<file path="config.mk">
export PLATFORM = sky130hd
export DESIGN_NAME = npc_lsu
export DESIGN_NICKNAME = d
export VERILOG_FILES = /design/src/npc_pkg.sv /design/src/npc_lsu.sv
export VERILOG_INCLUDE_DIRS = /design/src
export SDC_FILE = /design/constraint.sdc
export NUM_CORES = 1
export LEC_CHECK = 0
export ABC_AREA = 0
export BUFFER_PORTS_ARGS = -buffer_cell sky130_fd_sc_hd__buf_2
export CORE_ASPECT_RATIO = 0.75
export CORE_MARGIN = 5
export CORE_UTILIZATION = 49
export CTS_BUF_LIST = sky130_fd_sc_hd__clkbuf_4 sky130_fd_sc_hd__clkbuf_8 sky130_fd_sc_hd__clkbuf_16
export CTS_CLUSTER_SIZE = 24
export DETAILED_ROUTE_END_ITERATION = 7
export GPL_ROUTABILITY_DRIVEN = 0
export PLACE_DENSITY = 0.84
export SLEW_MARGIN = 0
export SYNTH_ARGS = -nofsm -noshare
export SYNTH_HDL_FRONTEND = slang
export SYNTH_SLANG_ARGS = --single-unit
</file>
<file path="constraint.sdc">
create_clock -name clk -period 4.3 [get_ports clk]
set_input_delay 0.645 -clock clk [delete_from_list [all_inputs] [get_ports clk]]
set_output_delay 0.645 -clock clk [all_outputs]
set_load 0.01 [all_outputs]
</file>
<file path="src/npc_defines.svh">
`ifndef NPC_DEFINES_SVH
`define NPC_DEFINES_SVH

// ****************************************
// bus geometry
// ****************************************

// byte address width on every channel
`define NPC_ADDR_W 32

// sram depth, counted in 64-bit words
`define NPC_MEM_DWORDS 1024

// ****************************************
// response codes
// ****************************************

// normal completion
`define NPC_RESP_OKAY 2'b00
// address outside the array or bad size
`define NPC_RESP_SLVERR 2'b10

`endif

</file>
<file path="src/npc_pkg.sv">
`include "npc_defines.svh"

package npc_pkg;

	// ****************************************
	// widths with a meaning
	// ****************************************
	typedef logic [`NPC_ADDR_W-1:0] addr_t;
	typedef logic [63:0] dword_t;
	typedef logic [31:0] inst_t;
	typedef logic [7:0] strb_t;
	typedef logic [1:0] resp_t;

	// same codes as the axi size field
	typedef enum logic [2:0] {
		size_b = 3'd0,
		size_h = 3'd1,
		size_w = 3'd2,
		size_d = 3'd3
	} size_e;

	// owner of the shared read channel
	typedef enum logic [1:0] {
		arb_idle,
		arb_fetch,
		arb_lsu
	} arb_state_e;

	// ****************************************
	// bus channels, single beat only
	// ****************************************
	typedef struct packed {
		addr_t addr;
		size_e size;
	} ar_t;

	typedef struct packed {
		dword_t data;
		resp_t resp;
	} r_t;

	typedef struct packed {
		addr_t addr;
		size_e size;
	} aw_t;

	typedef struct packed {
		dword_t data;
		strb_t strb;
	} w_t;

	// ****************************************
	// unit request and response
	// ****************************************
	typedef struct packed {
		addr_t pc;
	} fetch_req_t;

	typedef struct packed {
		addr_t pc;
		inst_t inst;
		logic err;
	} fetch_rsp_t;

	// store data sits in the low bytes, as in a register
	typedef struct packed {
		addr_t addr;
		dword_t wdata;
		size_e size;
		logic store;
		logic signed_ld;
	} lsu_req_t;

	typedef struct packed {
		dword_t rdata;
		logic err;
	} lsu_rsp_t;

endpackage

</file>
<file path="src/npc_lsu.sv">
`include "npc_defines.svh"

module npc_lsu import npc_pkg::*; (
	input  logic     clk,
	input  logic     rst_n,
	input  lsu_req_t req,
	input  logic     req_valid,
	output logic     req_ready,
	output lsu_rsp_t rsp,
	output logic     rsp_valid,
	input  logic     rsp_ready,
	output ar_t      ar,
	output logic     ar_valid,
	input  logic     ar_ready,
	input  r_t       r,
	input  logic     r_valid,
	output logic     r_ready,
	output aw_t      aw,
	output w_t       w,
	output logic     aw_valid,
	input  logic     aw_ready,
	output logic     w_valid,
	input  logic     w_ready,
	input  resp_t    b_resp,
	input  logic     b_valid,
	output logic     b_ready
);

	typedef enum logic [2:0] {
		l_idle,
		l_rd_addr,
		l_rd_wait,
		l_wr,
		l_wr_resp
	} lsu_state_e;

	// byte offset inside the double word, low bits dropped by size
	function automatic logic [2:0] lane_off(addr_t a, size_e s);
		case (s)
			size_b: lane_off = a[2:0];
			size_h: lane_off = {a[2:1], 1'b0};
			size_w: lane_off = {a[2], 2'b00};
			default: lane_off = 3'b000;
		endcase
	endfunction

	function automatic strb_t lane_strb(logic [2:0] off, size_e s);
		strb_t base;
		case (s)
			size_b: base = 8'h01;
			size_h: base = 8'h03;
			size_w: base = 8'h0f;
			default: base = 8'hff;
		endcase
		lane_strb = base << off;
	endfunction

	// shift the lane down, then sign or zero fill
	function automatic dword_t load_ext(dword_t data, logic [2:0] off, size_e s, logic sgn);
		dword_t lane;
		lane = data >> {off, 3'b000};
		case (s)
			size_b: load_ext = {{56{sgn & lane[7]}}, lane[7:0]};
			size_h: load_ext = {{48{sgn & lane[15]}}, lane[15:0]};
			size_w: load_ext = {{32{sgn & lane[31]}}, lane[31:0]};
			default: load_ext = lane;
		endcase
	endfunction

	lsu_state_e state;
	addr_t addr_q;
	size_e size_q;
	logic sgn_q;
	dword_t wdata_q;
	strb_t strb_q;
	logic aw_done;
	logic w_done;
	logic [2:0] req_off;
	logic rd_done;
	logic wr_done;

	assign req_off = lane_off(req.addr, req.size);
	assign rd_done = (state == l_rd_wait) && r_valid;
	assign wr_done = (state == l_wr_resp) && b_valid;

	// ****************************************
	// controller
	// ****************************************
	always_ff @(posedge clk) begin
		if (!rst_n) begin
			state <= l_idle;
			rsp_valid <= 1'b0;
			aw_done <= 1'b0;
			w_done <= 1'b0;
		end else begin
			case (state)
				l_idle: if (req_valid && req_ready) state <= req.store ? l_wr : l_rd_addr;
				l_rd_addr: if (ar_ready) state <= l_rd_wait;
				l_rd_wait: if (r_valid) state <= l_idle;
				l_wr: begin
					// aw and w may finish in different cycles
					if (aw_valid && aw_ready) aw_done <= 1'b1;
					if (w_valid && w_ready) w_done <= 1'b1;
					if ((aw_done || aw_ready) && (w_done || w_ready)) begin
						state <= l_wr_resp;
						aw_done <= 1'b0;
						w_done <= 1'b0;
					end
				end
				l_wr_resp: if (b_valid) state <= l_idle;
				default: state <= l_idle;
			endcase
			if (rd_done || wr_done)
				rsp_valid <= 1'b1;
			else if (rsp_ready)
				rsp_valid <= 1'b0;
		end
	end

	always_ff @(posedge clk) begin
		if (req_valid && req_ready) begin
			addr_q <= {req.addr[`NPC_ADDR_W-1:3], req_off};
			size_q <= req.size;
			sgn_q <= req.signed_ld;
			wdata_q <= req.wdata << {req_off, 3'b000};
			strb_q <= lane_strb(req_off, req.size);
		end
		// stores answer with zero data
		if (rd_done) begin
			rsp.rdata <= load_ext(r.data, addr_q[2:0], size_q, sgn_q);
			rsp.err <= (r.resp != `NPC_RESP_OKAY);
		end else if (wr_done) begin
			rsp.rdata <= '0;
			rsp.err <= (b_resp != `NPC_RESP_OKAY);
		end
	end

	assign req_ready = (state == l_idle) && !rsp_valid;

	// read side, through the arbiter
	assign ar.addr = addr_q;
	assign ar.size = size_q;
	assign ar_valid = (state == l_rd_addr);
	assign r_ready = (state == l_rd_wait);

	// write side, straight to the sram
	assign aw.addr = addr_q;
	assign aw.size = size_q;
	assign w.data = wdata_q;
	assign w.strb = strb_q;
	assign aw_valid = (state == l_wr) && !aw_done;
	assign w_valid = (state == l_wr) && !w_done;
	assign b_ready = (state == l_wr_resp);

endmodule

</file>
Yosys cells after proc, flatten, opt, wreduce, memory -nomap -nowiden
Cells that the tools add are included.
{"block": "word_totals", "reg_bits": 179, "in_bits": 178, "out_inout_bits": 214, "word_cells": 76}
{"block": "classes", "eq_ne": 13, "shifts": 3, "n_mux": 19, "bitwise_logic": 3, "n_reduce_logical": 27}
{"operator": "case mux 64 bit (3 select lines)", "count": 1}
{"operator": "2-to-1 mux 65 bit", "count": 2}
{"operator": "left shift 64 x 6 -> 64 bit", "count": 1}
{"operator": "right shift 64 x 6 -> 64 bit", "count": 1}
{"operator": "case mux 8 bit (3 select lines)", "count": 1}
{"operator": "2-to-1 mux 3 bit", "count": 5}
{"operator": "case mux 3 bit (5 select lines)", "count": 1}
{"operator": "equality test 3 x 2 -> 1 bit (second input constant)", "count": 4}
{"operator": "nonzero test 2 bit", "count": 6}
{"operator": "equality test 3 x 1 -> 1 bit (second input constant)", "count": 3}
{"operator": "logical AND 1 bit", "count": 9}
{"operator": "zero test 3 bit", "count": 3}
{"operator": "case mux 3 bit (3 select lines)", "count": 1}
{"operator": "2-to-1 mux 8 bit", "count": 1}
{"operator": "!= test 2 bit (second input constant)", "count": 4}
{"operator": "left shift 8 x 3 -> 8 bit", "count": 1}
{"operator": "2-to-1 mux 1 bit", "count": 6}
{"operator": "AND reduction 5 bit", "count": 1}
{"operator": "AND reduction 2 bit", "count": 2}
{"operator": "bitwise AND 1 bit", "count": 3}
{"operator": "equality test 3 bit (second input constant)", "count": 1}
{"operator": "zero test 1 bit", "count": 3}
{"operator": "logical OR 1 bit", "count": 3}
{"operator": "2-to-1 mux 2 bit", "count": 1}
{"operator": "!= test 2 x 1 -> 1 bit (second input constant)", "count": 1}

Longest topological paths before layout
{"block": "logic_depth", "ltp_word": 5, "ltp_mapped": 10}

Worst setup path after synthesis
Ideal clock, no wire load.
{"block": "synth_timing", "path_kind": "flip-flop to flip-flop", "startpoint": "register state[2]", "endpoint": "register state[1]", "setup_ns": 0.079, "t_arrival_ns": 3.876, "t_required_ns": 4.221, "setup_slack_ns": 0.346, "path_stages_with_launch": 5, "path_buffers": 0, "synth_period_minus_slack_ns": 3.954, "path_cell_list": "dfxtp_1 > nor4_1 > and2_1 > a22oi_1 > a21oi_1"}
{"block": "synth_between", "elab_chain_cells": 5, "word_cells_on_any_way": 14, "classes_between": "eq/ne: 9; mux: 1; reduce/logical: 4"}
{"item": "from (decl)", "line": "npc_lsu.sv:70", "text": "lsu_state_e state;"}
{"item": "from (signal assigned)", "line": "npc_lsu.sv:91", "text": "state <= l_idle;"}
{"item": "from (signal assigned)", "line": "npc_lsu.sv:97", "text": "l_idle: if (req_valid && req_ready) state <= req.store ? l_wr : l_rd_addr;"}
{"item": "from (signal assigned)", "line": "npc_lsu.sv:98", "text": "l_rd_addr: if (ar_ready) state <= l_rd_wait;"}
{"item": "zero test 3 bit", "line": "npc_lsu.sv:138", "text": "assign req_ready = (state == l_idle) && !rsp_valid;"}
{"item": "logical AND 1 bit", "line": "npc_lsu.sv:138"}
{"item": "via req_ready", "line": "npc_lsu.sv:8", "text": "output logic req_ready,"}
{"item": "logical AND 1 bit", "line": "npc_lsu.sv:97"}
{"item": "!= test 2 bit (no source line)"}
{"item": "AND reduction 5 bit (no source line)"}
The timed path passes the listed nets, and every way through them passes these cells.
A chain may end at the register's enable or synchronous reset.

Final worst setup path
{"block": "layout_timing", "startpoint": "register addr_q[0]", "endpoint": "register rsp[36] (netlist bit), data pin"}
{"block": "layout_between", "elab_chain_cells": 4, "word_cells_on_any_way": 6, "classes_between": "shift: 1; mux: 2; bitwise: 3"}
{"item": "from (decl)", "line": "npc_lsu.sv:71", "text": "addr_t addr_q;"}
{"item": "from (signal assigned)", "line": "npc_lsu.sv:122", "text": "addr_q <= {req.addr[`NPC_ADDR_W-1:3], req_off};"}
{"item": "right shift 64 x 6 -> 64 bit (*)", "line": "npc_lsu.sv:61", "text": "lane = data >> {off, 3'b000};"}
{"item": "bitwise AND 1 bit (on tied branches)", "line": "npc_lsu.sv:65, npc_lsu.sv:63, npc_lsu.sv:64"}
{"item": "case mux 64 bit (3 select lines) (*)", "line": "npc_lsu.sv:62", "text": "case (s)"}
{"item": "2-to-1 mux 65 bit (*)", "line": "npc_lsu.sv:129", "text": "if (rd_done) begin"}
{"item": "to (decl)", "line": "npc_lsu.sv:9", "text": "output lsu_rsp_t rsp,"}
Every way passes the cells marked *; elsewhere a longest branch is shown, timed or not.

==> reports/qor.log <==
[timing] achievable frequency 0.324 GHz
[hold_path] number of cells on the worst hold path 1
[floorplan] starting utilization of the core area 50.4%
[global_routing] pin count of the biggest net entering global routing 67
[cts] clock-pin transition on the worst setup and hold timing paths 70 ps
[power_and_ir_drop] IR drop worst, VDD 0.000272 V
[power_and_ir_drop] power after layout 4810 uW
[setup_path] largest driver fanout on the critical path 62
[cts] Setup Buffers After CTS 0
[floorplan] number of primary I/O pins 392
[cts] total CTS buffers 17
[global_routing] grt ovf 0
[timing] remaining max-slew budget at the tightest pin 29.4%
[setup_path] FF-to-FF path depth 7
[placed_design] Worst Setup Slack post-DPL 994 ps
[detailed_routing] post-route ant nets 0
[global_routing] via count of the first global-routing pass 8,044
[floorplan] die width 174 um
[logic_synthesis] post-synthesis sequential area ratio 53.9%
[timing] post-layout worst setup margin 1220 ps
[logic_synthesis] predominant post-synthesis flop cell sky130_fd_sc_hd__edfxtp_1
[cts] total of hold buffers inserted after clock tree synthesis 0
[timing] min cycle time layout 3080 ps
[cts] H-tree levels 4
[setup_path] setup slack on the worst flop-to-flop path 1220 ps
[timing] final count of pins violating max slew 0
[logic_synthesis] post-synth top area cell sky130_fd_sc_hd__edfxtp_1
[setup_path] critical path type flop to flop
[logic_synthesis] cell types with the largest area share after synthesis sky130_fd_sc_hd__edfxtp_1 (53%), sky130_fd_sc_hd__mux2i_1 (7.5%), sky130_fd_sc_hd__mux4_2 (5.9%)
[run] max-cap violations 0
[timing] Least-Margin Pin Slew 1050 ps
[power_and_ir_drop] total leakage power 0.00488 uW
[hold_path] end point of the most critical hold path addr_q[13]
[global_routing] wire length of the first global-routing pass 46,700 um
[setup_path] required time of the critical path 4430 ps
[timing] post-route clock period utilization 71.7%
[cts] number of gates given a new drive strength after cts 0
[logic_synthesis] count of mapped cells out of synthesis 812
[logic_synthesis] Synth async-reset ratio 0%
[setup_path] arrival time worst endpoint 3220 ps
[floorplan] number of placement rows 44
[logic_synthesis] Ys Warns 0
[logic_synthesis] total nets after synthesis 990
[final_layout] post-layout net count 1,326
[setup_path] critical path launch point type flop
[detailed_routing] vias after detailed routing 8,458
[timing] Final Hold Viols 0
[cts] insertion delay to the later sink of the worst-skew pair 420 ps
[detailed_routing] Residual DRC 0
[hold_path] class of the worst hold path input port to flop
[setup_path] source of the worst register-to-register timing path addr_q[0]
[status] run status finished, final reports clean
[setup_path] Worst R2R End rsp[36]
[logic_synthesis] Synth top area share 52.7%
[detailed_routing] routed len/inst 22.3 um
[timing] total negative setup slack 0 ps
[logic_synthesis] average cell area after synthesis 12.1 um^2
[logic_synthesis] number of library cell types mapped by synthesis 48
[power_and_ir_drop] total power density per cell area 390 nW/um^2
[logic_synthesis] number of enable flip-flop cells after synthesis 173
[cts] number of clock sinks 179
[timing] unrepaired setup endpoints after global routing no
[floorplan] CORE AREA 19,500 um^2
[cts] TritonCTS clock tree done
[cts] number of buffers on the longest clock path 2
[placed_design] sum of net half-perimeters after detailed placement 24,000 um
[global_routing] overall fraction of global-route tracks in use 25.8%
[logic_synthesis] synthesized cell area 9860 um^2
[global_routing] initial antenna violation count 2
[placed_design] number of port buffers 391
[detailed_routing] count of TritonRoute iterations in the first routing pass 6
[detailed_routing] final WL 31,600 um
[logic_synthesis] post-synthesis register bit count 179
[timing] final setup violation count 0
[detailed_routing] Via-to-Cell Ratio 5.98
[cts] clock root buffer master sky130_fd_sc_hd__clkbuf_16
[timing] final setup skew 15.4 ps
[detailed_routing] number of DRC violations after detailed-routing iteration 0 869
[final_layout] layout cells sized above 1 46.1%
[final_layout] area added between synthesis and finish 25.1%
[setup_path] crit end category flop
[floorplan] die area 23,100 um^2
[hold_path] worst min-delay path startpoint req[82]
[floorplan] height of the die 133 um
[kinds of logic after synthesis]
group                  count (synthesis)  share of synthesized area (%)
and+or+nand+nor                      204                           9.99
AOI/OAI and AO/OA                    180                           11.3
DFF                                  179                           53.9
muxes                                146                           18.7
buffers and inverters                103                           6.08
[flip-flops by register name, summed over array words and instances, names as in the netlist]
| name | flops |
|---|---|
| rsp | 65 |
| wdata_q | 64 |
| addr_q | 32 |
| strb_q | 8 |
| size_q | 3 |
| state | 3 |
| aw_done | 1 |
| rsp_valid | 1 |
| sgn_q | 1 |
| w_done | 1 |
[routing by layer]
| metal | track usage [%] | up-vias | wire length, um |
|---|---|---|---|
| met4 | 9.76 | 0 | 1020 |
| met2 | 38.8 | 670 | 14300 |
| met1 | 34.8 | 4004 | 12000 |
| li1 | - | 3691 | - |
| met3 | 8.90 | 93 | 4290 |
| met5 | 0 | - | 0 |
[where the power goes]
| group | internal, uW | switching, uW | total, uW |
|---|---|---|---|
| Sequential | 2110 | 76.1 | 2180 |
| Clock | 863 | 691 | 1550 |
| Combinational | 423 | 646 | 1070 |
| Total | 3390 | 1410 | 4810 |
[worst max path at each step]
| stage | startpoint | end | cells after the start | slack, ps |
|---|---|---|---|---|
| 2_1_floorplan | state[2] | state[1] | 4 | 350 |
| 3_3_place_gp | req[3] | wdata_q[62] | 9 | 1070 |
| 3_5_place_dp | req[3] | wdata_q[56] | 9 | 990 |
| 4_1_cts | addr_q[0] | rsp[52] | 7 | 1230 |
| 5_1_grt | addr_q[0] | rsp[43] | 7 | 1050 |
| 6_report | addr_q[0] | rsp[36] | 7 | 1220 |
[cell usage after synthesis (4+ instances only)]
library cell,count
sky130_fd_sc_hd__a211oi_1,11
sky130_fd_sc_hd__a21oi_1,82
sky130_fd_sc_hd__a22oi_1,7
sky130_fd_sc_hd__a2bb2oi_1,9
sky130_fd_sc_hd__a31o_2,5
sky130_fd_sc_hd__and2_1,9
sky130_fd_sc_hd__buf_1,5
sky130_fd_sc_hd__buf_2,17
sky130_fd_sc_hd__buf_4,39
sky130_fd_sc_hd__buf_6,6
sky130_fd_sc_hd__clkbuf_1,24
sky130_fd_sc_hd__dfxtp_1,6
sky130_fd_sc_hd__edfxtp_1,173
sky130_fd_sc_hd__inv_1,9
sky130_fd_sc_hd__mux2_2,46
sky130_fd_sc_hd__mux2i_1,74
sky130_fd_sc_hd__mux4_2,26
sky130_fd_sc_hd__nand2_1,80
sky130_fd_sc_hd__nand2b_1,8
sky130_fd_sc_hd__nor2_1,51
sky130_fd_sc_hd__nor2b_1,24
sky130_fd_sc_hd__nor3_1,4
sky130_fd_sc_hd__o21ai_0,19
sky130_fd_sc_hd__o21bai_1,5
sky130_fd_sc_hd__o22ai_1,21
sky130_fd_sc_hd__o2bb2ai_1,12
sky130_fd_sc_hd__or2_2,4
[through the flow]
step	area (um^2)	hold slack [ps]	cells	utilization, %
after floorplan	9860	481	812	-
after global placement	11800	503	1382	60.1
after detailed placement	11800	523	1382	60.1
after CTS	12300	372	1412	63.1
after global routing	12300	363	1414	63.1
final	12300	393	1414	63.1
[cells in the final DEF (no fill, tap or decap), types with 5 or more instances in the layout]
master	Yosys	final
sky130_fd_sc_hd__nand2_1	80	78
sky130_fd_sc_hd__nor2b_1	24	24
sky130_fd_sc_hd__o22ai_1	21	21
sky130_fd_sc_hd__clkbuf_16	0	17
sky130_fd_sc_hd__a211oi_1	11	11
sky130_fd_sc_hd__buf_2	17	391
sky130_fd_sc_hd__a31o_2	5	5
sky130_fd_sc_hd__nand2b_1	8	8
sky130_fd_sc_hd__edfxtp_1	173	173
sky130_fd_sc_hd__dfxtp_1	6	6
sky130_fd_sc_hd__mux2i_1	74	74
sky130_fd_sc_hd__and2_1	9	8
sky130_fd_sc_hd__mux2_2	46	46
sky130_fd_sc_hd__mux4_2	26	26
sky130_fd_sc_hd__o21ai_0	19	19
sky130_fd_sc_hd__o2bb2ai_1	12	12
sky130_fd_sc_hd__inv_1	9	9
sky130_fd_sc_hd__nor2_1	51	51
sky130_fd_sc_hd__a2bb2oi_1	9	9
sky130_fd_sc_hd__o21bai_1	5	5
sky130_fd_sc_hd__buf_4	39	15
sky130_fd_sc_hd__a21oi_1	82	82
sky130_fd_sc_hd__a22oi_1	7	7
[critical path: stages, from the launching register on]
cell and delay (ps):
sky130_fd_sc_hd__edfxtp_1 560, sky130_fd_sc_hd__buf_4 730, sky130_fd_sc_hd__mux2_2 420, sky130_fd_sc_hd__nor2_1 250, sky130_fd_sc_hd__nor4_4 130, sky130_fd_sc_hd__nor3_4 200
sky130_fd_sc_hd__buf_4 360, sky130_fd_sc_hd__a21oi_1 140
[final cells by class]
cell class              count  area [um^2]
diodes                      2         5.00
clock buffers              17          425
clock inverters            13          151
fillers                  1558         7210
inverters                  12         45.0
multi-input cells         530         3960
flip-flops and latches    179         5320
well taps                 253          317
repair buffers            408         2110
No activity file was read; power rests on OpenSTA's default activity.
