### src/npc_defines.svh
`ifndef NPC_DEFINES_SVH
`define NPC_DEFINES_SVH

// ****************************************
// bus geometry
// ****************************************

// byte address width on every channel
`define NPC_ADDR_W 32

// sram depth, counted in 64-bit words
`define NPC_MEM_DWORDS 1024

// ****************************************
// response codes
// ****************************************

// normal completion
`define NPC_RESP_OKAY 2'b00
// address outside the array or bad size
`define NPC_RESP_SLVERR 2'b10

`endif

### src/npc_pkg.sv
`include "npc_defines.svh"

package npc_pkg;

	// ****************************************
	// widths with a meaning
	// ****************************************
	typedef logic [`NPC_ADDR_W-1:0] addr_t;
	typedef logic [63:0] dword_t;
	typedef logic [31:0] inst_t;
	typedef logic [7:0] strb_t;
	typedef logic [1:0] resp_t;

	// same codes as the axi size field
	typedef enum logic [2:0] {
		size_b = 3'd0,
		size_h = 3'd1,
		size_w = 3'd2,
		size_d = 3'd3
	} size_e;

	// owner of the shared read channel
	typedef enum logic [1:0] {
		arb_idle,
		arb_fetch,
		arb_lsu
	} arb_state_e;

	// ****************************************
	// bus channels, single beat only
	// ****************************************
	typedef struct packed {
		addr_t addr;
		size_e size;
	} ar_t;

	typedef struct packed {
		dword_t data;
		resp_t resp;
	} r_t;

	typedef struct packed {
		addr_t addr;
		size_e size;
	} aw_t;

	typedef struct packed {
		dword_t data;
		strb_t strb;
	} w_t;

	// ****************************************
	// unit request and response
	// ****************************************
	typedef struct packed {
		addr_t pc;
	} fetch_req_t;

	typedef struct packed {
		addr_t pc;
		inst_t inst;
		logic err;
	} fetch_rsp_t;

	// store data sits in the low bytes, as in a register
	typedef struct packed {
		addr_t addr;
		dword_t wdata;
		size_e size;
		logic store;
		logic signed_ld;
	} lsu_req_t;

	typedef struct packed {
		dword_t rdata;
		logic err;
	} lsu_rsp_t;

endpackage

### src/npc_axi_arbiter.sv
module npc_axi_arbiter import npc_pkg::*; (
	input  logic clk,
	input  logic rst_n,
	input  ar_t  f_ar,
	input  logic f_ar_valid,
	output logic f_ar_ready,
	output r_t   f_r,
	output logic f_r_valid,
	input  logic f_r_ready,
	input  ar_t  l_ar,
	input  logic l_ar_valid,
	output logic l_ar_ready,
	output r_t   l_r,
	output logic l_r_valid,
	input  logic l_r_ready,
	output ar_t  m_ar,
	output logic m_ar_valid,
	input  logic m_ar_ready,
	input  r_t   m_r,
	input  logic m_r_valid,
	output logic m_r_ready
);

	arb_state_e state;
	// requester picked this cycle, or the one holding the grant
	arb_state_e sel;

	// load/store wins a tie
	always_comb begin
		case (state)
			arb_idle: begin
				if (l_ar_valid)
					sel = arb_lsu;
				else if (f_ar_valid)
					sel = arb_fetch;
				else
					sel = arb_idle;
			end
			default: sel = state;
		endcase
	end

	// ****************************************
	// grant lock
	// ****************************************
	// held from ar handshake until the read beat is taken
	always_ff @(posedge clk) begin
		if (!rst_n) begin
			state <= arb_idle;
		end else begin
			case (state)
				arb_idle: if (m_ar_valid && m_ar_ready) state <= sel;
				arb_fetch,
				arb_lsu: if (m_r_valid && m_r_ready) state <= arb_idle;
				default: state <= arb_idle;
			endcase
		end
	end

	// address goes out in the same cycle, no extra stage
	assign m_ar = (sel == arb_lsu) ? l_ar : f_ar;
	assign m_ar_valid = (state == arb_idle) && (l_ar_valid || f_ar_valid);
	assign l_ar_ready = (state == arb_idle) && (sel == arb_lsu) && m_ar_ready;
	assign f_ar_ready = (state == arb_idle) && (sel == arb_fetch) && m_ar_ready;

	// payload to both, valid only to the owner
	assign f_r = m_r;
	assign l_r = m_r;
	assign f_r_valid = (state == arb_fetch) && m_r_valid;
	assign l_r_valid = (state == arb_lsu) && m_r_valid;
	assign m_r_ready = ((state == arb_fetch) && f_r_ready) ||
		((state == arb_lsu) && l_r_ready);

endmodule

### config.mk
export PLATFORM = sky130hd
export DESIGN_NAME = npc_axi_arbiter
export DESIGN_NICKNAME = d
export VERILOG_FILES = /design/src/npc_pkg.sv /design/src/npc_axi_arbiter.sv
export VERILOG_INCLUDE_DIRS = /design/src
export SDC_FILE = /design/constraint.sdc
export NUM_CORES = 1
export LEC_CHECK = 0
export BUFFER_PORTS_ARGS = -buffer_cell sky130_fd_sc_hd__buf_2
export CORE_AREA = 2 2 123 125
export DETAILED_ROUTE_END_ITERATION = 6
export DIE_AREA = 0 0 125 127
export SLEW_MARGIN = 10
export SYNTH_ARGS = -nofsm -noshare
export SYNTH_HDL_FRONTEND = slang
export SYNTH_SLANG_ARGS = --single-unit
export TNS_END_PERCENT = 20
### constraint.sdc
create_clock -name clk -period 2.4 [get_ports clk]
set_input_delay 0.24 -clock clk [delete_from_list [all_inputs] [get_ports clk]]
set_output_delay 0.24 -clock clk [all_outputs]
set_load 0.01 [all_outputs]
Yosys cells after proc, flatten, opt, wreduce, memory -nomap -nowiden
Index checks and enable logic that the tools add are counted.
{ "word_totals": {"reg_bits": 2, "latchBits": 0, "ram_bits": 0, "rom_bits": 0, "inputBits": 144, "word_cells": 30, "memories": 0} }
{ "op_classes": {"add_sub_neg": 0, "mul": 0, "div": 0, "magnitude_cmp": 0, "n_eq_ne": 6, "shift": 0, "muxes": 7, "n_bitwise": 0, "n_reduce_logical": 16} }
{ "op_table": {"columns": ["operator", "count"], "rows": [
  ["35-bit two-way mux", 1],
  ["1-bit logical AND", 11],
  ["2-bit two-way mux", 4],
  ["2-bit by 1-bit == test with 1-bit output (second input constant)", 2],
  ["2-bit == test (second input constant)", 2],
  ["2-bit inequality test (second input constant)", 2],
  ["2-bit one-hot mux with 2 select lines", 1],
  ["2-bit zero test", 1],
  ["1-bit logical OR", 2],
  ["2-bit AND reduction", 1],
  ["2-bit OR reduction", 1],
  ["1-bit two-way mux", 1]
]} }

Depth between registers and ports, before layout
Gate-level depths: netlist of the first run.
{ "logic_depth": {"word_depth": 6, "ltp_mapped": 7, "mapped_depth_nobuf": 5} }

Worst setup path after synthesis of the first run
Ideal clock, no wire load.
{ "synth_path": {"path_type": "register to output", "start": "register state[1]", "end": "output m_ar[10] (netlist name)", "arrival_ns": 1.679, "setup_slack_ns": 0.481, "stages_incl_launch_ff": 7, "path_buffers": 1, "cell_sequence": "dfxtp_1 > inv_1 > ha_1 > or2b_1 > o221ai_4 > buf_6 > mux2_2"} }
{ "synth_lines": {"columns": ["item", "line", "text"], "rows": [
  ["start: declaration", "npc_axi_arbiter.sv:24", "arb_state_e state;"],
  ["start signal: assignment", "npc_axi_arbiter.sv:49", "state <= arb_idle;"],
  ["start signal: assignment", "npc_axi_arbiter.sv:52", "arb_idle: if (m_ar_valid && m_ar_ready) state <= sel;"],
  ["start signal: assignment", "npc_axi_arbiter.sv:54", "arb_lsu: if (m_r_valid && m_r_ready) state <= arb_idle;"],
  ["end: declaration", "npc_axi_arbiter.sv:16", "output ar_t m_ar,"]
]} }

==> results of run 1 <==
==> cell families (layout without fill, tap and decap cells) <==
logic type / count (synthesis) / count (layout) / share of synthesized area (%)
multiplexers: 37 / 37 / 24.4
flip-flops: 2 / 2 / 2.36
adder cells (fa/ha/maj): 4 / 4 / 2.95
AND/OR/NAND/NOR: 10 / 10 / 3.46
AO/OA/AOI/OAI: 9 / 9 / 5.16
buffers and inverters: 139 / 134 / 61.7
==> cells in the final DEF (no fill, tap or decap), types with 2 or more instances in the layout <==
master       n
buf_12       2
and2_1       2
ha_1         3
inv_1        3
nand2_1      3
a221oi_1     2
dfxtp_1      2
mux2i_1      2
buf_2      118
clkbuf_16    3
buf_4        8
mux2_2      35
==> final cells by class <==
type / instances / area [sq um]
repair buffers: 128 / 691
flip-flops and latches: 2 / 40.0
multi-input cells: 60 / 617
clock buffers: 3 / 75.1
inverters: 3 / 11.3
fillers: 1695 / 12800
well taps: 184 / 230
==> synth_stat cells <==
master / instances
a21o_1: 1
a21oi_2: 1
a221oi_1: 2
a22oi_1: 1
and2_1: 2
and4_1: 1
buf_4: 132
buf_6: 4
dfxtp_1: 2
ha_1: 4
inv_1: 3
mux2_2: 35
mux2i_1: 2
nand2_1: 3
nand3_1: 1
nand3b_1: 1
nor2b_1: 1
o211ai_1: 1
o21a_1: 1
o21ai_0: 1
o221ai_4: 1
or2b_1: 1
==> through the flow <==
step,cells,cell area (sq um),worst slack [ps],total power (uW),hold WS [ps]
final,380,1660,99.2,1070,324
after global routing,380,1660,0.924,1140,351
after CTS,380,1660,32.2,1090,326
after detailed placement,374,1550,82.5,787,480
after global placement,374,1550,141,785,480
after floorplan,201,1700,481,733,386
==> worst reg2reg max path, delay by kind of cell (launching register included) <==
kind / cells / cell delay (ps)
adder cells (fa/ha/maj): 1 / 290
flip-flops: 1 / 360
AO/OA/AOI/OAI: 1 / 450
multiplexers: 1 / 230
buffers and inverters: 2 / 270
==> power breakdown <==
part	switching [uW]	internal [uW]	total, uW	leakage [uW]
logic	345	436	781	0.000753
clock network	35.8	212	248	0.0000370
registers	4.57	39.9	44.5	0.0000163
total	385	688	1070	0.000806
==> how the worst max path moves through the flow <==
| stage | slack, ps | to | from |
|---|---|---|---|
| after floorplan | 480 | m_ar[10] | state[1] |
| after global placement | 140 | m_ar[10] | state[1] |
| after detailed placement | 80 | m_ar[8] | state[0] |
| after CTS | 30 | m_ar[8] | state[0] |
| after global routing | 0.9 | m_ar[5] | state[0] |
| final | 100 | m_ar[9] | state[0] |
==> timing repair <==
item	in CTS	in global routing
setup buffers	3	0
gates cloned	0	0
resized for setup	1	1
pin swaps	1	0
endpoints found under the setup margin	25	22
==> layer usage <==
layer	part of all wire (%)	vias up
met5	0	-
met4	5.8	0
met3	13	34
met2	52	106
met1	29	477
li1	-	515
==> flow_metrics.env, run 1 <==
export IMPL_critPathMaxStageDelay_ps=360
export IMPL_synth_top_area_share_pct=58.4
export IMPL_relSlewSlack_pct=67.8
export IMPL_cts_htree_levels=1
export IMPL_grtUsageMet2_pct=10.1
export IMPL_synth_distinct_cells=22
export IMPL_hp_class="in -> reg"
export IMPL_slowest_stage="dfxtp_1"
export IMPL_core_sq_um=14400
export IMPL_syn_inst=201
export IMPL_p_per_area_nw_per_um2=645
export IMPL_finalSetupViolations=0
export IMPL_ios=317
export IMPL_critPathMaxFanout=13
export IMPL_hp_start="rst_n"
export IMPL_critPathArrivalTime_ps=2060
export IMPL_layout_drive_gt1_share_pct=86.7
export IMPL_hold_depth=3
export IMPL_cp_end_kind="output pin"
export IMPL_post_route_drc_count=0
export IMPL_fin_crit_ps=2300
export IMPL_max_freq_mhz=435
export IMPL_grt_pass1_vias=1184
export IMPL_crit_family="buffers and inverters"
export IMPL_top_register="state"
export IMPL_wl_microns=4790
export IMPL_clk_path_buf_depth=2
export IMPL_dieArea_sq_um=15900
export IMPL_synth_area_sq_um=1700
export IMPL_grt_util_met1_pct=4.77
export IMPL_peakVddDrop_mv=0.266
export IMPL_nets=346
export IMPL_busiest_layer="met2"
export IMPL_ctsHoldBuffers=0
export IMPL_power_leakage_uw=0.000806
export IMPL_reg2regPathDepth=5
export IMPL_synth_area_leaders="buf_4 (58%), mux2_2 (23%), ha_1 (2.9%)"
export IMPL_worst_pin_slew_ps=484
export IMPL_yosysSeqAreaShare_pct=2.36
export IMPL_hold_end="state[1]"
export IMPL_clkSlewWorstSetupHoldPaths_ps=30
export IMPL_crit_path_start_kind="flop"
export IMPL_ys_ff_latch=2
export IMPL_crit_top_cell="buf_12"
export IMPL_start_util_pct=11.8
export IMPL_grtUsageTotal_pct=5.56
export IMPL_cts_sinks=2
export IMPL_die_y_microns=127
export IMPL_utilization_pct=11.5
export IMPL_first_pass_iters=2
export IMPL_critical_path_buf_inv_count=4
export IMPL_setup_tns_ps=0
export IMPL_reg_top3="state: 2 flops"
export IMPL_routabilityCongestion=0.808
export IMPL_diodes=0
export IMPL_grt_pass1_wl_microns=6760
export IMPL_viasPerCell=2.98
export IMPL_outcome="finished clean"
export IMPL_largest_register_ffs=2
export IMPL_cts_tree="built"
export IMPL_dr_first_iter_drc_count=39
export IMPL_avgSynthCellArea_sq_um=8.45
export IMPL_dpl_hpwl_microns=4250
export IMPL_rsz0062_at_grt="no"
export IMPL_post_drt_wl_per_cell_microns=12.6
export IMPL_cp_depth=8
export IMPL_synth_nets=349
export IMPL_maxCapViolCount=0
export IMPL_die_w_microns=125
export IMPL_worstSkewPairLatency_ps=220
export IMPL_reg2reg_to="state[1]"
export IMPL_fin_crit_sh_pct=95.9
export IMPL_vias=1132
export IMPL_grt_antenna_before_repair=0
export IMPL_report_final_slew_viol_count=0
export IMPL_ant_nets=0
export IMPL_cts_root_buffer_cell="clkbuf_16"
export IMPL_finClkSkew_ps=3.28
export IMPL_critPathRequiredTime_ps=2160
export IMPL_rrSetupSlack_ps=720
export IMPL_crit_type="reg -> out"
export IMPL_rows=44
export IMPL_reg2reg_from="state[0]"
export IMPL_area_growth_syn_to_layout_pct=-1.99
export IMPL_grt_max_degree=14
export IMPL_yosys_area_top_type="buf_4"
export IMPL_grt_util_met3_pct=2.81
export IMPL_cts_made_buffers=3
export IMPL_cp_cell_sequence="inv_1 -> ha_2 -> or2b_4 -> o221ai_4 -> buf_12 -> buf_12 -> mux2_2 -> buf_2"
export IMPL_portBuffers=118
export IMPL_grt_overflow=0
export IMPL_synth_warnings=0
export IMPL_finalHoldViolations=0
No activity file was read; power rests on OpenSTA's default activity.
==> run 2: changes to the inputs <==
- GPL_TIMING_DRIVEN: default -> 0
==> flow_metrics.env, run 2 (synthesis gave the netlist of run 1 again) <==
export IMPL_wl_microns=6410
export IMPL_top_register="state"
export IMPL_finalSetupViolations=0
export IMPL_cts_htree_levels=1
export IMPL_crit_path_start_kind="flop"
export IMPL_grt_antenna_before_repair=0
export IMPL_swShare_pct=36.6
export IMPL_peakVddDrop_mv=0.177
export IMPL_rrSetupSlack_ps=820
export IMPL_viasPerCell=3.20
export IMPL_rsz0062_at_grt="no"
export IMPL_slowest_stage="dfxtp_1"
export IMPL_nets=607
export IMPL_post_drt_wl_per_cell_microns=10.0
export IMPL_rows=44
export IMPL_reg_top3="state: 2 flops"
export IMPL_clkSlewWorstSetupHoldPaths_ps=30
export IMPL_cts_root_buffer_cell="clkbuf_16"
export IMPL_largest_register_ffs=2
export IMPL_dpl_hpwl_microns=5910
export IMPL_critPathMaxFanout=10
export IMPL_ios=317
export IMPL_worstSkewPairLatency_ps=220
export IMPL_grt_pass1_wl_microns=8920
export IMPL_fin_crit_sh_pct=96.5
export IMPL_critPathRequiredTime_ps=2160
export IMPL_finClkSkew_ps=2.71
export IMPL_grt_max_degree=11
export IMPL_grt_pass1_vias=1934
export IMPL_report_final_slew_viol_count=0
export IMPL_worst_pin_slew_ps=470
export IMPL_portBuffers=250
export IMPL_die_w_microns=125
export IMPL_hp_class="in -> reg"
export IMPL_max_freq_mhz=432
export IMPL_power_switching_uw=499
export IMPL_ant_nets=0
export IMPL_seq_power_share_pct=3.6
export IMPL_critPathArrivalTime_ps=2080
export IMPL_p_per_area_nw_per_um2=415
export IMPL_grtUsageTotal_pct=6.82
export IMPL_start_util_pct=11.8
export IMPL_pwr_share_clk_pct=18.0
export IMPL_dr_first_iter_drc_count=25
export IMPL_area_growth_syn_to_layout_pct=93.4
export IMPL_crit_family="buffers and inverters"
export IMPL_holdWs_ps=308
export IMPL_outcome="finished clean"
export IMPL_cp_cell_sequence="inv_1 -> ha_2 -> or2b_4 -> o221ai_4 -> buf_4 -> buf_6 -> mux2_2 -> buf_2"
export IMPL_finish_instance_area_sq_um=3280
export IMPL_routabilityCongestion=0.792
export IMPL_first_pass_iters=4
export IMPL_final_common_cell="buf_2"
export IMPL_power_leakage_uw=0.00194
export IMPL_critical_path_buf_inv_count=4
export IMPL_cts_tree="built"
export IMPL_mostFrequentLayoutCells="buf_2 (250), buf_4 (135), mux2_2 (35), buf_6 (4)"
export IMPL_finalHoldViolations=0
export IMPL_maxCapViolCount=0
export IMPL_grt_overflow=0
export IMPL_power_internal_uw=865
export IMPL_place_area_sq_um=3180
export IMPL_layout_drive_gt1_share_pct=94.5
export IMPL_fin_crit_ps=2320
export IMPL_setup_tns_ps=0
export IMPL_dieArea_sq_um=15900
export IMPL_cts_sinks=2
export IMPL_vias=2051
export IMPL_critPathMaxStageDelay_ps=370
export IMPL_comb_power_share_pct=78.4
export IMPL_post_route_drc_count=0
export IMPL_diodes=0
export IMPL_core_sq_um=14400
export IMPL_crit_type="reg -> out"
export IMPL_cp_end_kind="output pin"
export IMPL_cts_made_buffers=3
export IMPL_die_y_microns=127
export IMPL_relSlewSlack_pct=68.7
export IMPL_clk_path_buf_depth=2
run 2: cell types whose count changed in the layout (fill, tap and decap cells not counted), sizes merged:
cell,change
buf,+261
run 2: area by class of cell:
type | count | area, sq um
Fill cell | 1618 | 11100
Buffer | 136 | 1040
Multi-Input combinational cell | 60 | 617
Clock buffer | 3 | 75.1
Tap cell | 184 | 230
Sequential cell | 2 | 41.3
Inverter | 3 | 11.3
Timing Repair Buffer | 253 | 1270
run 2: repair_timing:
action,4_1_cts,5_1_grt
resized for setup,2,1
hold endpoints to repair,0,0
pin swaps,1,0
hold buffers,0,0
setup endpoints to repair,30,32
setup buffers,3,0
cloned,0,0
run 2: power groups by stage:
| stage | logic [uW] | registers (uW) | clock network (uW) |
|---|---|---|---|
| 3_3_place_gp | 1050 | 49.8 | 0 |
| 6_report | 1070 | 49.7 | 245 |
| 5_1_grt | 1140 | 51.0 | 254 |
| 4_1_cts | 1080 | 50.1 | 249 |
| 3_5_place_dp | 1050 | 49.6 | 0 |
| 2_1_floorplan | 685 | 47.1 | 0 |
run 2: final timing paths:
path | startpoint | to | cells past startpoint
hold / removal | rst_n | state[1] | 3
setup reg to reg | state[0] | state[1] | 5
hold reg to reg | state[1] | state[1] | 2
setup / recovery | state[0] | m_ar[26] | 8
run 2: metal layers:
layer  track usage (%)  part of all wire, %  routed length [microns]  vias to the layer above
met5                 0                    0                        0                        -
met4              1.24                 0.56                       36                        0
met3              1.47                  9.3                      597                        2
met2              14.3                   57                     3650                      141
met1              6.87                   33                     2120                      871
li1                  -                    -                        -                     1037
run 2: per-stage QoR:
| stage | utilization (%) | power, uW | instances | setup WS (ps) |
|---|---|---|---|---|
| 2_1_floorplan | - | 733 | 201 | 481 |
| 3_3_place_gp | 22.0 | 1100 | 635 | 60.8 |
| 3_5_place_dp | 22.0 | 1100 | 635 | 78.5 |
| 4_1_cts | 22.8 | 1380 | 641 | 27.3 |
| 5_1_grt | 22.8 | 1450 | 641 | 5.84 |
| 6_report | 22.8 | 1360 | 641 | 84.2 |
run 2: worst register-to-register path, stage by stage (launching register included):
cell and delay (ps):
dfxtp_1 370, inv_1 100, ha_2 290, nor2b_1 130
a221oi_1 390, mux2i_1 230
==> run 3: changes to the inputs <==
- RECOVER_POWER: default -> 50
==> flow_metrics.env, run 3 (synthesis gave the netlist of run 1 again) <==
export IMPL_vias=2047
export IMPL_cts_sinks=2
export IMPL_ff_latch_area_sq_um=41.3
export IMPL_final_common_cell="buf_2"
export IMPL_finalSetupViolations=0
export IMPL_post_drt_wl_per_cell_microns=10.0
export IMPL_clk_path_buf_depth=2
export IMPL_grt_max_degree=11
export IMPL_reg2reg_from="state[0]"
export IMPL_power_leakage_uw=0.00171
export IMPL_largest_register_ffs=2
export IMPL_ant_nets=0
export IMPL_grt_util_met3_pct=1.47
export IMPL_ctsHoldBuffers=0
export IMPL_diodes=0
export IMPL_dieArea_sq_um=15900
export IMPL_worst_pin_slew_ps=470
export IMPL_pwr_share_clk_pct=18.2
export IMPL_critPathMaxFanout=10
export IMPL_dr_first_iter_drc_count=29
export IMPL_critPathArrivalTime_ps=2080
export IMPL_finalHoldViolations=0
export IMPL_mostFrequentLayoutCells="buf_2 (164), buf_4 (135), clkbuf_1 (86), mux2_2 (35), buf_6 (4)"
export IMPL_reg2reg_to="state[1]"
export IMPL_crit_type="reg -> out"
export IMPL_hp_class="in -> reg"
export IMPL_hold_end="state[1]"
export IMPL_die_y_microns=127
export IMPL_dpl_hpwl_microns=5910
export IMPL_p_per_area_nw_per_um2=424
export IMPL_reg_top3="state: 2 flops"
export IMPL_seq_power_share_pct=3.7
export IMPL_start_util_pct=11.8
export IMPL_power_uw=1350
export IMPL_grt_overflow=0
export IMPL_hold_depth=3
export IMPL_grt_pass1_wl_microns=8920
export IMPL_peakVddDrop_mv=0.177
export IMPL_holdWs_ps=308
export IMPL_grt_antenna_before_repair=0
export IMPL_startpoint="state[0]"
export IMPL_rsz0062_at_grt="no"
export IMPL_rows=44
export IMPL_finClkSkew_ps=2.71
export IMPL_nets=607
export IMPL_viasPerCell=3.19
export IMPL_power_internal_uw=845
export IMPL_fillCellCount=1662
export IMPL_comb_power_share_pct=78.1
export IMPL_grtUsageMet2_pct=14.3
export IMPL_routabilityCongestion=0.792
export IMPL_clkSlewWorstSetupHoldPaths_ps=30
export IMPL_post_route_drc_count=0
export IMPL_fin_cells=641
export IMPL_area_growth_syn_to_layout_pct=87.1
export IMPL_core_sq_um=14400
export IMPL_rrSetupSlack_ps=820
export IMPL_swShare_pct=37.2
export IMPL_relSlewSlack_pct=68.7
export IMPL_first_pass_iters=4
export IMPL_die_w_microns=125
export IMPL_cts_made_buffers=3
export IMPL_report_final_slew_viol_count=0
export IMPL_outcome="finished clean"
export IMPL_power_switching_uw=501
export IMPL_setup_tns_ps=0
export IMPL_worstSkewPairLatency_ps=220
export IMPL_grt_pass1_vias=1934
export IMPL_cts_htree_levels=1
export IMPL_maxCapViolCount=0
export IMPL_grtUsageTotal_pct=6.82
export IMPL_busiest_layer="met2"
export IMPL_wl_microns=6440
export IMPL_fin_crit_ps=2320
export IMPL_top_register="state"
export IMPL_grt_util_met1_pct=6.87
export IMPL_hp_start="rst_n"
export IMPL_ios=317
export IMPL_max_freq_mhz=432
export IMPL_crit_path_start_kind="flop"
export IMPL_multi_input_area_sq_um=617
export IMPL_layout_drive_gt1_share_pct=75.7
export IMPL_fin_crit_sh_pct=96.5
export IMPL_reg2regPathDepth=5
export IMPL_cts_tree="built"
export IMPL_portBuffers=250
export IMPL_cp_end_kind="output pin"
export IMPL_critPathRequiredTime_ps=2160
export IMPL_dp_cells=635
export IMPL_cts_root_buffer_cell="clkbuf_16"
[run 3: final cells by class]
| cell class | instances | area share [%] |
|---|---|---|
| buffer | 136 | 32.6 |
| clock buffer | 3 | 2.36 |
| inverter | 3 | 0.354 |
| multi-input combinational | 60 | 19.4 |
| sequential | 2 | 1.30 |
| tap | 184 | 7.25 |
| timing repair buffer | 253 | 36.7 |
[run 3: per-stage QoR]
| step | setup slack, ps | instance area [sq um] | utilization, % |
|---|---|---|---|
| after floorplan | 481 | 1700 | - |
| after global placement | 60.8 | 3180 | 22.0 |
| after detailed placement | 78.5 | 3180 | 22.0 |
| after CTS | 27.3 | 3280 | 22.8 |
| after global routing | 5.84 | 3180 | 22.0 |
| final | 84.0 | 3180 | 22.0 |
[run 3: critical path: stages, from the launching register on]
cell      delay [ps]
dfxtp_1          370
inv_1            100
ha_2             220
or2b_4           280
o221ai_4          70
buf_4            180
buf_6            150
mux2_2           350
buf_2            140
[run 3: what timing repair did]
action,4_1_cts,5_1_grt
resized for setup,2,1
setup buffers,3,0
cloned,0,0
setup endpoints to repair,30,32
pin swaps,1,0
[run 3: per-layer routing]
| metal | wire, microns | vias to the layer above |
|---|---|---|
| met1 | 2150 | 867 |
| li1 | - | 1037 |
| met5 | 0 | - |
| met4 | 36 | 0 |
| met2 | 3650 | 141 |
| met3 | 596 | 2 |
[run 3: worst max path at each step]
stage          endpoint  slack [ps]
2_1_floorplan  m_ar[10]         480
3_5_place_dp    m_ar[9]          80
3_3_place_gp    m_ar[9]          60
5_1_grt         m_ar[9]           6
6_report       m_ar[26]          80
4_1_cts         m_ar[9]          30
[run 3: power groups by stage]
stage	Clock, uW	Sequential, uW	Combinational, uW
2_1_floorplan	0	47.1	685
3_5_place_dp	0	49.6	1050
3_3_place_gp	0	49.8	1050
6_report	245	49.7	1050
4_1_cts	249	50.1	1080
5_1_grt	254	51.0	1130
